$ cat src/include/mm_accel_consts.svh
/*
 * matrix-multiply accelerator constants
 * matrix size, element / accumulator / address widths, buffer depth
 */

`ifndef MM_ACCEL_CONSTS_SVH
`define MM_ACCEL_CONSTS_SVH

// square matrix dimension
`define MAT_N 4

// signed input element
`define ELEM_W 8

// result element, also the memory data width
`define ACC_W 32

// byte address on the memory bus
`define ADDR_W 32

// row address inside a tile buffer
`define ROW_AW 2

// rows held per tile buffer
`define BUF_DEPTH `MAT_N

// flat index into the result matrix
`define C_IDX_W 4

`endif

$ cat src/source/mm_accel_pkg.sv
/*
 * matrix-multiply accelerator types
 * element, row and result types plus the DMA and engine state encodings
 */

`default_nettype none

`include "mm_accel_consts.svh"

package mm_accel_pkg;

    // one signed matrix element
    typedef logic signed [`ELEM_W-1:0] elem_t;

    // element k sits in byte k, so a row is one memory word
    typedef elem_t [`MAT_N-1:0] row_t;

    // signed result element
    typedef logic signed [`ACC_W-1:0] acc_t;

    // dma sequencer states
    typedef enum logic [2:0] {
        DMA_IDLE,
        DMA_LOAD_ADDR,
        DMA_LOAD_DATA,
        DMA_RUN_MM,
        DMA_STORE_ADDR,
        DMA_STORE_RESP,
        DMA_FINISH
    } dma_state_e;

    // multiply engine states
    typedef enum logic [1:0] {
        MM_IDLE,
        MM_FETCH,
        MM_ACCUM
    } mm_state_e;

endpackage

`default_nettype wire

$ cat src/source/axi_mem_if.sv
/*
 * reduced single-beat AXI memory port
 * AR/R for reads, AW/W/B for writes, valid/ready on each channel
 */

`timescale 1ns/1ps
`default_nettype none

`include "mm_accel_consts.svh"

interface axi_mem_if import mm_accel_pkg::*; ();

    // read address
    logic               arvalid;
    logic [`ADDR_W-1:0] araddr;
    logic               arready;

    // read data, one matrix row per beat
    logic               rvalid;
    row_t               rdata;
    logic               rready;

    // write address
    logic               awvalid;
    logic [`ADDR_W-1:0] awaddr;
    logic               awready;

    // write data, one result element per beat
    logic               wvalid;
    acc_t               wdata;
    logic               wready;

    // write response, resp field not carried
    logic               bvalid;
    logic               bready;

    modport master (
        output arvalid, araddr, rready, awvalid, awaddr, wvalid, wdata, bready,
        input  arready, rvalid, rdata, awready, wready, bvalid
    );

    modport slave (
        input  arvalid, araddr, rready, awvalid, awaddr, wvalid, wdata, bready,
        output arready, rvalid, rdata, awready, wready, bvalid
    );

endinterface

`default_nettype wire

$ cat src/source/tile_buffer.sv
/*
 * tile buffer, one matrix tile stored row by row
 * one write port, one read port with a registered read
 */

`timescale 1ns/1ps
`default_nettype none

`include "mm_accel_consts.svh"

module tile_buffer import mm_accel_pkg::*; (
    input  logic               clk,
    input  logic               we_i,
    input  logic [`ROW_AW-1:0] waddr_i,
    input  row_t               wdata_i,
    input  logic [`ROW_AW-1:0] raddr_i,
    output row_t               rdata_o
);

    row_t mem_q [`BUF_DEPTH];

    // write at the clock edge
    always_ff @(posedge clk) begin
        if (we_i) begin
            mem_q[waddr_i] <= wdata_i;
        end
    end

    // read data one cycle after the address
    always_ff @(posedge clk) begin
        rdata_o <= mem_q[raddr_i];
    end

endmodule

`default_nettype wire

$ cat src/source/mm_engine.sv
/*
 * four-lane signed multiply-accumulate engine
 * walks i and k, adds A[i][k] * B[k][j] into row i of C for all j at once
 */

`timescale 1ns/1ps
`default_nettype none

`include "mm_accel_consts.svh"

module mm_engine import mm_accel_pkg::*; (
    input  logic                clk,
    input  logic                rst_n,
    input  logic                start_i,
    output logic                done_o,
    output logic [`ROW_AW-1:0]  a_raddr_o,
    output logic [`ROW_AW-1:0]  b_raddr_o,
    input  row_t                a_row_i,
    input  row_t                b_row_i,
    input  logic [`C_IDX_W-1:0] c_idx_i,
    output acc_t                c_data_o
);

    mm_state_e               state_q;
    logic [2*`ROW_AW-1:0]    step_q;
    logic [2*`ROW_AW-1:0]    acc_step_q;
    logic                    done_q;
    logic [`ROW_AW-1:0]      acc_i;
    logic [`ROW_AW-1:0]      acc_k;
    elem_t                   a_elem;
    elem_t                   b_elem [`MAT_N];
    acc_t                    prod [`MAT_N];
    acc_t                    c_q [`MAT_N][`MAT_N];

    // step is {i, k}, addresses go out one cycle ahead of the data
    assign a_raddr_o = step_q[2*`ROW_AW-1:`ROW_AW];
    assign b_raddr_o = step_q[`ROW_AW-1:0];

    // indices of the rows now on the buffer outputs
    assign acc_i = acc_step_q[2*`ROW_AW-1:`ROW_AW];
    assign acc_k = acc_step_q[`ROW_AW-1:0];

    // four signed 8x8 lanes, sign-extended before the multiply
    always_comb begin
        a_elem = a_row_i[acc_k];
        for (int j = 0; j < `MAT_N; j++) begin
            b_elem[j] = b_row_i[j];
            prod[j]   = acc_t'(a_elem) * acc_t'(b_elem[j]);
        end
    end

    always_ff @(posedge clk or negedge rst_n) begin
        if (!rst_n) begin
            state_q    <= MM_IDLE;
            step_q     <= '0;
            acc_step_q <= '0;
            done_q     <= 1'b0;
        end else begin
            done_q <= 1'b0;
            case (state_q)
                MM_IDLE: begin
                    if (start_i) begin
                        step_q  <= '0;
                        state_q <= MM_FETCH;
                    end
                end
                MM_FETCH: begin
                    // covers the buffer read latency
                    step_q     <= step_q + 1'b1;
                    acc_step_q <= step_q;
                    state_q    <= MM_ACCUM;
                end
                MM_ACCUM: begin
                    step_q     <= step_q + 1'b1;
                    acc_step_q <= step_q;
                    if (&acc_step_q) begin
                        done_q  <= 1'b1;
                        state_q <= MM_IDLE;
                    end
                end
                default: begin
                    state_q <= MM_IDLE;
                end
            endcase
        end
    end

    // result array, cleared by start and kept until the next one
    always_ff @(posedge clk) begin
        if (state_q == MM_IDLE && start_i) begin
            for (int i = 0; i < `MAT_N; i++) begin
                for (int j = 0; j < `MAT_N; j++) begin
                    c_q[i][j] <= '0;
                end
            end
        end else if (state_q == MM_ACCUM) begin
            for (int j = 0; j < `MAT_N; j++) begin
                c_q[acc_i][j] <= c_q[acc_i][j] + prod[j];
            end
        end
    end

    assign done_o   = done_q;
    assign c_data_o = c_q[c_idx_i[`C_IDX_W-1:`C_IDX_W/2]][c_idx_i[`C_IDX_W/2-1:0]];

endmodule

`default_nettype wire

$ cat src/source/dma_engine.sv
/*
 * DMA sequencer for the matrix-multiply accelerator
 * loads A and B rows into the tile buffers, runs the multiply engine,
 * then stores the result matrix one word per AXI write
 */

`timescale 1ns/1ps
`default_nettype none

`include "mm_accel_consts.svh"

module dma_engine import mm_accel_pkg::*; (
    input  logic                clk,
    input  logic                rst_n,
    input  logic [`ADDR_W-1:0]  mat_a_addr_i,
    input  logic [`ADDR_W-1:0]  mat_b_addr_i,
    input  logic [`ADDR_W-1:0]  mat_c_addr_i,
    input  logic                start_i,
    output logic                done_o,
    axi_mem_if.master           mem,
    output logic                buf_a_we_o,
    output logic                buf_b_we_o,
    output logic [`ROW_AW-1:0]  buf_waddr_o,
    output row_t                buf_wdata_o,
    output logic                mm_start_o,
    input  logic                mm_done_i,
    output logic [`C_IDX_W-1:0] c_idx_o,
    input  acc_t                c_data_i
);

    localparam int LOAD_CW = $clog2(2 * `MAT_N);
    localparam int STORE_CW = `C_IDX_W;
    localparam logic [LOAD_CW-1:0] LOAD_LAST = LOAD_CW'(2 * `MAT_N - 1);
    localparam logic [STORE_CW-1:0] STORE_LAST = STORE_CW'(`MAT_N * `MAT_N - 1);

    dma_state_e          state_q;
    logic [LOAD_CW-1:0]  load_cnt_q;
    logic [STORE_CW-1:0] store_cnt_q;
    logic                aw_done_q;
    logic                w_done_q;
    logic                mm_start_q;
    logic [`ADDR_W-1:0]  a_base_q;
    logic [`ADDR_W-1:0]  b_base_q;
    logic [`ADDR_W-1:0]  c_base_q;
    logic [`ROW_AW-1:0]  load_row;
    logic                load_is_b;
    logic [`ADDR_W-1:0]  load_off;
    logic [`ADDR_W-1:0]  store_off;
    logic                ar_fire;
    logic                r_fire;
    logic                aw_fire;
    logic                w_fire;
    logic                b_fire;
    logic                aw_ok;
    logic                w_ok;

    // load order A0 B0 A1 B1 ..., low bit picks the matrix
    assign load_is_b = load_cnt_q[0];
    assign load_row  = load_cnt_q[LOAD_CW-1:1];
    assign load_off  = {{(`ADDR_W - `ROW_AW - 2){1'b0}}, load_row, 2'b00};
    assign store_off = {{(`ADDR_W - STORE_CW - 2){1'b0}}, store_cnt_q, 2'b00};

    // channel valids follow the state, payloads only move on a handshake
    assign mem.arvalid = (state_q == DMA_LOAD_ADDR);
    assign mem.araddr  = (load_is_b ? b_base_q : a_base_q) + load_off;
    assign mem.rready  = (state_q == DMA_LOAD_DATA);
    assign mem.awvalid = (state_q == DMA_STORE_ADDR) && !aw_done_q;
    assign mem.awaddr  = c_base_q + store_off;
    assign mem.wvalid  = (state_q == DMA_STORE_ADDR) && !w_done_q;
    assign mem.wdata   = c_data_i;
    assign mem.bready  = (state_q == DMA_STORE_RESP);

    assign ar_fire = mem.arvalid && mem.arready;
    assign r_fire  = mem.rready && mem.rvalid;
    assign aw_fire = mem.awvalid && mem.awready;
    assign w_fire  = mem.wvalid && mem.wready;
    assign b_fire  = mem.bready && mem.bvalid;

    // AW and W may finish in either order
    assign aw_ok = aw_done_q || aw_fire;
    assign w_ok  = w_done_q || w_fire;

    // row lands in its buffer on the R handshake itself
    assign buf_a_we_o  = r_fire && !load_is_b;
    assign buf_b_we_o  = r_fire && load_is_b;
    assign buf_waddr_o = load_row;
    assign buf_wdata_o = mem.rdata;

    assign mm_start_o = mm_start_q;
    assign c_idx_o    = store_cnt_q;
    assign done_o     = (state_q == DMA_FINISH);

    // base addresses, captured on an accepted start
    always_ff @(posedge clk) begin
        if (state_q == DMA_IDLE && start_i) begin
            a_base_q <= mat_a_addr_i;
            b_base_q <= mat_b_addr_i;
            c_base_q <= mat_c_addr_i;
        end
    end

    always_ff @(posedge clk or negedge rst_n) begin
        if (!rst_n) begin
            state_q     <= DMA_IDLE;
            load_cnt_q  <= '0;
            store_cnt_q <= '0;
            aw_done_q   <= 1'b0;
            w_done_q    <= 1'b0;
            mm_start_q  <= 1'b0;
        end else begin
            mm_start_q <= 1'b0;
            case (state_q)
                DMA_IDLE: begin
                    // start is ignored anywhere else
                    if (start_i) begin
                        load_cnt_q  <= '0;
                        store_cnt_q <= '0;
                        state_q     <= DMA_LOAD_ADDR;
                    end
                end
                DMA_LOAD_ADDR: begin
                    if (ar_fire) begin
                        state_q <= DMA_LOAD_DATA;
                    end
                end
                DMA_LOAD_DATA: begin
                    if (r_fire) begin
                        load_cnt_q <= load_cnt_q + 1'b1;
                        if (load_cnt_q == LOAD_LAST) begin
                            // both tiles complete, kick the engine
                            mm_start_q <= 1'b1;
                            state_q    <= DMA_RUN_MM;
                        end else begin
                            state_q <= DMA_LOAD_ADDR;
                        end
                    end
                end
                DMA_RUN_MM: begin
                    if (mm_done_i) begin
                        state_q <= DMA_STORE_ADDR;
                    end
                end
                DMA_STORE_ADDR: begin
                    if (aw_ok && w_ok) begin
                        aw_done_q <= 1'b0;
                        w_done_q  <= 1'b0;
                        state_q   <= DMA_STORE_RESP;
                    end else begin
                        aw_done_q <= aw_ok;
                        w_done_q  <= w_ok;
                    end
                end
                DMA_STORE_RESP: begin
                    // next write only after this response
                    if (b_fire) begin
                        store_cnt_q <= store_cnt_q + 1'b1;
                        if (store_cnt_q == STORE_LAST) begin
                            state_q <= DMA_FINISH;
                        end else begin
                            state_q <= DMA_STORE_ADDR;
                        end
                    end
                end
                DMA_FINISH: begin
                    state_q <= DMA_IDLE;
                end
                default: begin
                    state_q <= DMA_IDLE;
                end
            endcase
        end
    end

endmodule

`default_nettype wire

$ cat src/source/mm_accel_top.sv
/*
 * matrix-multiply accelerator top level
 * DMA, two tile buffers and the MAC engine, AXI memory port as plain ports
 */

`timescale 1ns/1ps
`default_nettype none

`include "mm_accel_consts.svh"

module mm_accel_top import mm_accel_pkg::*; (
    input  logic               clk,
    input  logic               rst_n,
    input  logic [`ADDR_W-1:0] mat_a_addr_i,
    input  logic [`ADDR_W-1:0] mat_b_addr_i,
    input  logic [`ADDR_W-1:0] mat_c_addr_i,
    input  logic               start_i,
    output logic               done_o,
    output logic               m_arvalid_o,
    output logic [`ADDR_W-1:0] m_araddr_o,
    input  logic               m_arready_i,
    input  logic               m_rvalid_i,
    input  logic [`ACC_W-1:0]  m_rdata_i,
    output logic               m_rready_o,
    output logic               m_awvalid_o,
    output logic [`ADDR_W-1:0] m_awaddr_o,
    input  logic               m_awready_i,
    output logic               m_wvalid_o,
    output logic [`ACC_W-1:0]  m_wdata_o,
    input  logic               m_wready_i,
    input  logic               m_bvalid_i,
    output logic               m_bready_o
);

    logic                buf_a_we;
    logic                buf_b_we;
    logic [`ROW_AW-1:0]  buf_waddr;
    row_t                buf_wdata;
    logic                mm_start;
    logic                mm_done;
    logic [`ROW_AW-1:0]  a_raddr;
    logic [`ROW_AW-1:0]  b_raddr;
    row_t                a_row;
    row_t                b_row;
    logic [`C_IDX_W-1:0] c_idx;
    acc_t                c_data;

    axi_mem_if mem ();

    // memory side of the bundle onto the plain ports
    assign m_arvalid_o = mem.arvalid;
    assign m_araddr_o  = mem.araddr;
    assign mem.arready = m_arready_i;
    assign mem.rvalid  = m_rvalid_i;
    assign mem.rdata   = m_rdata_i;
    assign m_rready_o  = mem.rready;
    assign m_awvalid_o = mem.awvalid;
    assign m_awaddr_o  = mem.awaddr;
    assign mem.awready = m_awready_i;
    assign m_wvalid_o  = mem.wvalid;
    assign m_wdata_o   = mem.wdata;
    assign mem.wready  = m_wready_i;
    assign mem.bvalid  = m_bvalid_i;
    assign m_bready_o  = mem.bready;

    dma_engine dma_engine_i (
        .clk          (clk),
        .rst_n        (rst_n),
        .mat_a_addr_i (mat_a_addr_i),
        .mat_b_addr_i (mat_b_addr_i),
        .mat_c_addr_i (mat_c_addr_i),
        .start_i      (start_i),
        .done_o       (done_o),
        .mem          (mem.master),
        .buf_a_we_o   (buf_a_we),
        .buf_b_we_o   (buf_b_we),
        .buf_waddr_o  (buf_waddr),
        .buf_wdata_o  (buf_wdata),
        .mm_start_o   (mm_start),
        .mm_done_i    (mm_done),
        .c_idx_o      (c_idx),
        .c_data_i     (c_data)
    );

    // A tile
    tile_buffer buf_a (
        .clk     (clk),
        .we_i    (buf_a_we),
        .waddr_i (buf_waddr),
        .wdata_i (buf_wdata),
        .raddr_i (a_raddr),
        .rdata_o (a_row)
    );

    // B tile
    tile_buffer buf_b (
        .clk     (clk),
        .we_i    (buf_b_we),
        .waddr_i (buf_waddr),
        .wdata_i (buf_wdata),
        .raddr_i (b_raddr),
        .rdata_o (b_row)
    );

    mm_engine mm_engine_i (
        .clk       (clk),
        .rst_n     (rst_n),
        .start_i   (mm_start),
        .done_o    (mm_done),
        .a_raddr_o (a_raddr),
        .b_raddr_o (b_raddr),
        .a_row_i   (a_row),
        .b_row_i   (b_row),
        .c_idx_i   (c_idx),
        .c_data_o  (c_data)
    );

endmodule

`default_nettype wire

$ cat config.mk
export PLATFORM = sky130hd
export DESIGN_NAME = mm_accel_top
export DESIGN_NICKNAME = d
export VERILOG_FILES = /design/src/source/mm_accel_pkg.sv /design/src/source/axi_mem_if.sv /design/src/source/tile_buffer.sv /design/src/source/mm_engine.sv /design/src/source/dma_engine.sv /design/src/source/mm_accel_top.sv
export VERILOG_INCLUDE_DIRS = /design/src /design/src/include
export SDC_FILE = /design/constraint.sdc
export NUM_CORES = 2
export LEC_CHECK = 0
export ABC_AREA = 1
export BUFFER_PORTS_ARGS = -buffer_cell sky130_fd_sc_hd__buf_2
export CORE_ASPECT_RATIO = 1.5
export CORE_MARGIN = 2
export CORE_UTILIZATION = 43
export DETAILED_ROUTE_END_ITERATION = 10
export GPL_ROUTABILITY_DRIVEN = 0
export GPL_TIMING_DRIVEN = 0
export PLACE_DENSITY_LB_ADDON = 0.05
export RECOVER_POWER = 50
export SLEW_MARGIN = 5
export SYNTH_ARGS = -nofsm -noshare
export SYNTH_HDL_FRONTEND = slang
export SYNTH_SLANG_ARGS = --single-unit
export TNS_END_PERCENT = 1
$ cat constraint.sdc
create_clock -name clk -period 21 [get_ports clk]
set_input_delay 4.2 -clock clk [delete_from_list [all_inputs] [get_ports clk]]
set_output_delay 4.2 -clock clk [all_outputs]
set_load 0.05 [all_outputs]
==> flow_metrics.env <==
export IMPL_outcome="complete, but fails checks"
export IMPL_violations="max-capacitance violations, max-slew violations"
export IMPL_crit_type="register to primary output"
export IMPL_clk_pin_slew_ns=0.06
export IMPL_setup_tns_ns=0
export IMPL_setup_viol=0
export IMPL_first_pass_iters=8
export IMPL_grt_pass1_vias=49416
export IMPL_grt_max_degree=49
export IMPL_cts_buffers=96
export IMPL_place_hpwl_um=182000
export IMPL_grtUsageTotal_pct=34.7
export IMPL_netlist_area_um2=58700
export IMPL_synth_compound_area_share_pct=12.5
export IMPL_start_util_pct=43.2
export IMPL_holdBufCountCts=0
export IMPL_muxShareOfSynthArea_pct=0.256
export IMPL_cts_tree="done"
export IMPL_synth_top_area_share_pct=44.2
export IMPL_cts_setup_buffers=0
export IMPL_io_pins=238
export IMPL_finalCritPeriodShare_pct=45.9
export IMPL_synth_top_family_by_area="simple AND/OR/NAND/NOR gates"
export IMPL_synth_edf_count=864
export IMPL_synth_cells=6332
export IMPL_drt_wirelength_per_cell_um=28.7
export IMPL_layout_commonest_cell="nor2_1"
export IMPL_yosys_area_share_adder_pct=12.8
export IMPL_grt_first_pass_wirelength_um=344000
export IMPL_hold_viol_final=0
export IMPL_remaining_drc_errors=0
export IMPL_cts_max_level=3
export IMPL_fmaxAchievable_ghz=0.104
export IMPL_synth_ff_type="edfxtp_1"
export IMPL_antenna_found_initial=23
export IMPL_routed_wl_um=245000
export IMPL_cp_required_ns=16.80
export IMPL_io_buffers=237
export IMPL_syn_nets=6931
export IMPL_rows=166
export IMPL_rsz0062_at_grt="false"
export IMPL_ys_warn_count=0
export IMPL_drtAntennaViolNets=0
export IMPL_die_area_um2=140000
export IMPL_cts_root_buf="clkbuf_16"
export IMPL_finClkSkew_ns=0.0678
export IMPL_clk_latency_ns=0.76
export IMPL_relSlewSlack_pct=-149
export IMPL_ys_ff_latch=952
export IMPL_drv_cap=17
export IMPL_start_kind="register"
export IMPL_worstPathArrival_ns=5.45
export IMPL_crit_path_end_kind="primary output"
export IMPL_area_delta_synth_final_pct=11.6
export IMPL_ys_async_sr_fraction_pct=2.52
export IMPL_cts_buffer_depth=3
export IMPL_hold_path_class="register to register"
export IMPL_final_cell_mix="nor2_1, edfxtp_1, nand2_1"
export IMPL_cts_resized=0
export IMPL_synth_top_area_cell="edfxtp_1"
export IMPL_slew_viol_final=501
export IMPL_min_period_ns=9.65
export IMPL_netlist_top_cells_area="edfxtp_1, nor2_1, fa_1, ha_1, nand2_1"
export IMPL_syn_area_per_cell_um2=9.28
export IMPL_coreArea_um2=136000
export IMPL_synth_xor_area_share_pct=3.42
export IMPL_cts_sinks=952
export IMPL_vias_per_cell=5.84
export IMPL_yosysSeqAreaShare_pct=47.4
export IMPL_die_h_um=457
export IMPL_grt_overflow=0
export IMPL_cp_max_fo=10
export IMPL_vias=49973
export IMPL_worstMarginPinSlew_ns=3.74
export IMPL_die_x_um=306
export IMPL_synthDistinctLibCells=67
export IMPL_drive_above_1_share_pct=7.57
export IMPL_layout_nets=7306
export IMPL_synth_simple_gate_area_share_pct=17.3
export IMPL_drt_iter0_drc=5679
final timing paths:
check	slack [ns]	cells past startpoint	from	to
worst max-delay path	11.35	7	dma_engine_i.c_idx_o[3]$_DFFE_PN0P_	m_wdata_o[8]
worst min-delay path	0.49	2	buf_a.mem_q[0][27]$_DFFE_PP_	buf_a.rdata_o[27]$_DFF_P_
worst max register to register	11.59	38	mm_engine_i.acc_step_q[0]$_DFFE_PN0N_	mm_engine_i.c_q[1][56]$_SDFFCE_PN0P_
worst min register to register	0.49	2	buf_a.mem_q[0][27]$_DFFE_PP_	buf_a.rdata_o[27]$_DFF_P_
max in group asynchronous	15.93	1	rst_n	mm_engine_i.acc_step_q[0]$_DFFE_PN0N_
min in group asynchronous	3.99	1	rst_n	dma_engine_i.state_q[0]$_DFFE_PN0P_
critical path, stage by stage (launching register included):
cell and delay (ns):
dfrtp_1 0.65, clkbuf_1 0.88, clkbuf_1 0.97, o21ai_0 0.23
o22ai_1 1.14, o211ai_1 0.22, nand2_1 0.27, buf_2 0.31
through the flow:
step	area, um2	setup WS [ns]	hold WS [ns]	instances	utilization, %
5_1_grt	65500	11.16	0.524	8557	48.2
3_5_place_dp	62800	11.78	0.493	8373	46.1
3_3_place_gp	62100	8.72	0.484	8333	45.7
6_report	65600	11.35	0.495	8564	48.2
4_1_cts	65800	11.50	0.504	8552	48.4
2_1_floorplan	58700	11.75	0.472	6332	-
logic make-up after synthesis:
kind of cell             Yosys count
multiplexers                      15
AND/OR/NAND/NOR                 2461
AO/OA/AOI/OAI                   1235
XOR/XNOR                         221
buffers and inverters            985
adder cells (fa/ha/maj)          463
flip-flops                       952
registers in the layout, summed over array words and instances (netlist names), 4 cells and up:
register                count
dma_engine_i.c_base_q      32
dma_engine_i.c_idx_o        4
mm_engine_i.acc_step_q      4
buf_b.mem_q               128
mm_engine_i.c_q           512
buf_b.rdata_o              32
mm_engine_i.step_q          4
dma_engine_i.a_base_q      32
buf_a.mem_q               128
buf_a.rdata_o              32
dma_engine_i.b_base_q      32
layout make-up:
cell class	instances	area, um2
clock inverter	53	437
tap	1764	2210
multi-input combinational	4395	27200
inverter	694	2610
clock buffer	126	2620
antenna	12	30.0
sequential	952	27800
buffer	291	1170
fill	13069	70500
timing repair buffer	277	1480
cell usage after synthesis, types with 7 or more instances:
cell type  count
mux2i_1       15
nand3_2       10
nand2_4       11
o21ai_0      506
dfxtp_1       64
fa_1         226
clkbuf_1     252
a21boi_0       7
inv_1        681
buf_2         10
dfrtp_1       24
nand3b_1      13
nor2_1      1347
xor2_1       103
a31oi_1       15
nor2_2        16
buf_4          7
xnor2_1      110
o221ai_1      69
a21o_1        16
nand4_1       32
or2_2          9
o21ai_1        8
xor2_2         7
o22a_1         7
o22ai_1      199
nand2_2       36
nand3_1      190
a22oi_1      100
edfxtp_1     864
buf_1         18
ha_1         237
o211ai_1      58
inv_2          8
nand2_1      730
nor3_2         9
nor3_1        35
a21oi_1      204
o21bai_1      13
per-layer routing:
metal	global-route usage [%]	vias up	share of wire, %
li1	-	22232	-
met1	36.8	24100	34
met2	57.3	2626	47
met3	7.93	989	8.5
met4	31.9	26	11
met5	0	-	0.070
Power is not shown: default switching activity piles up to over one toggle a cycle in this logic, so the estimate is an artifact.
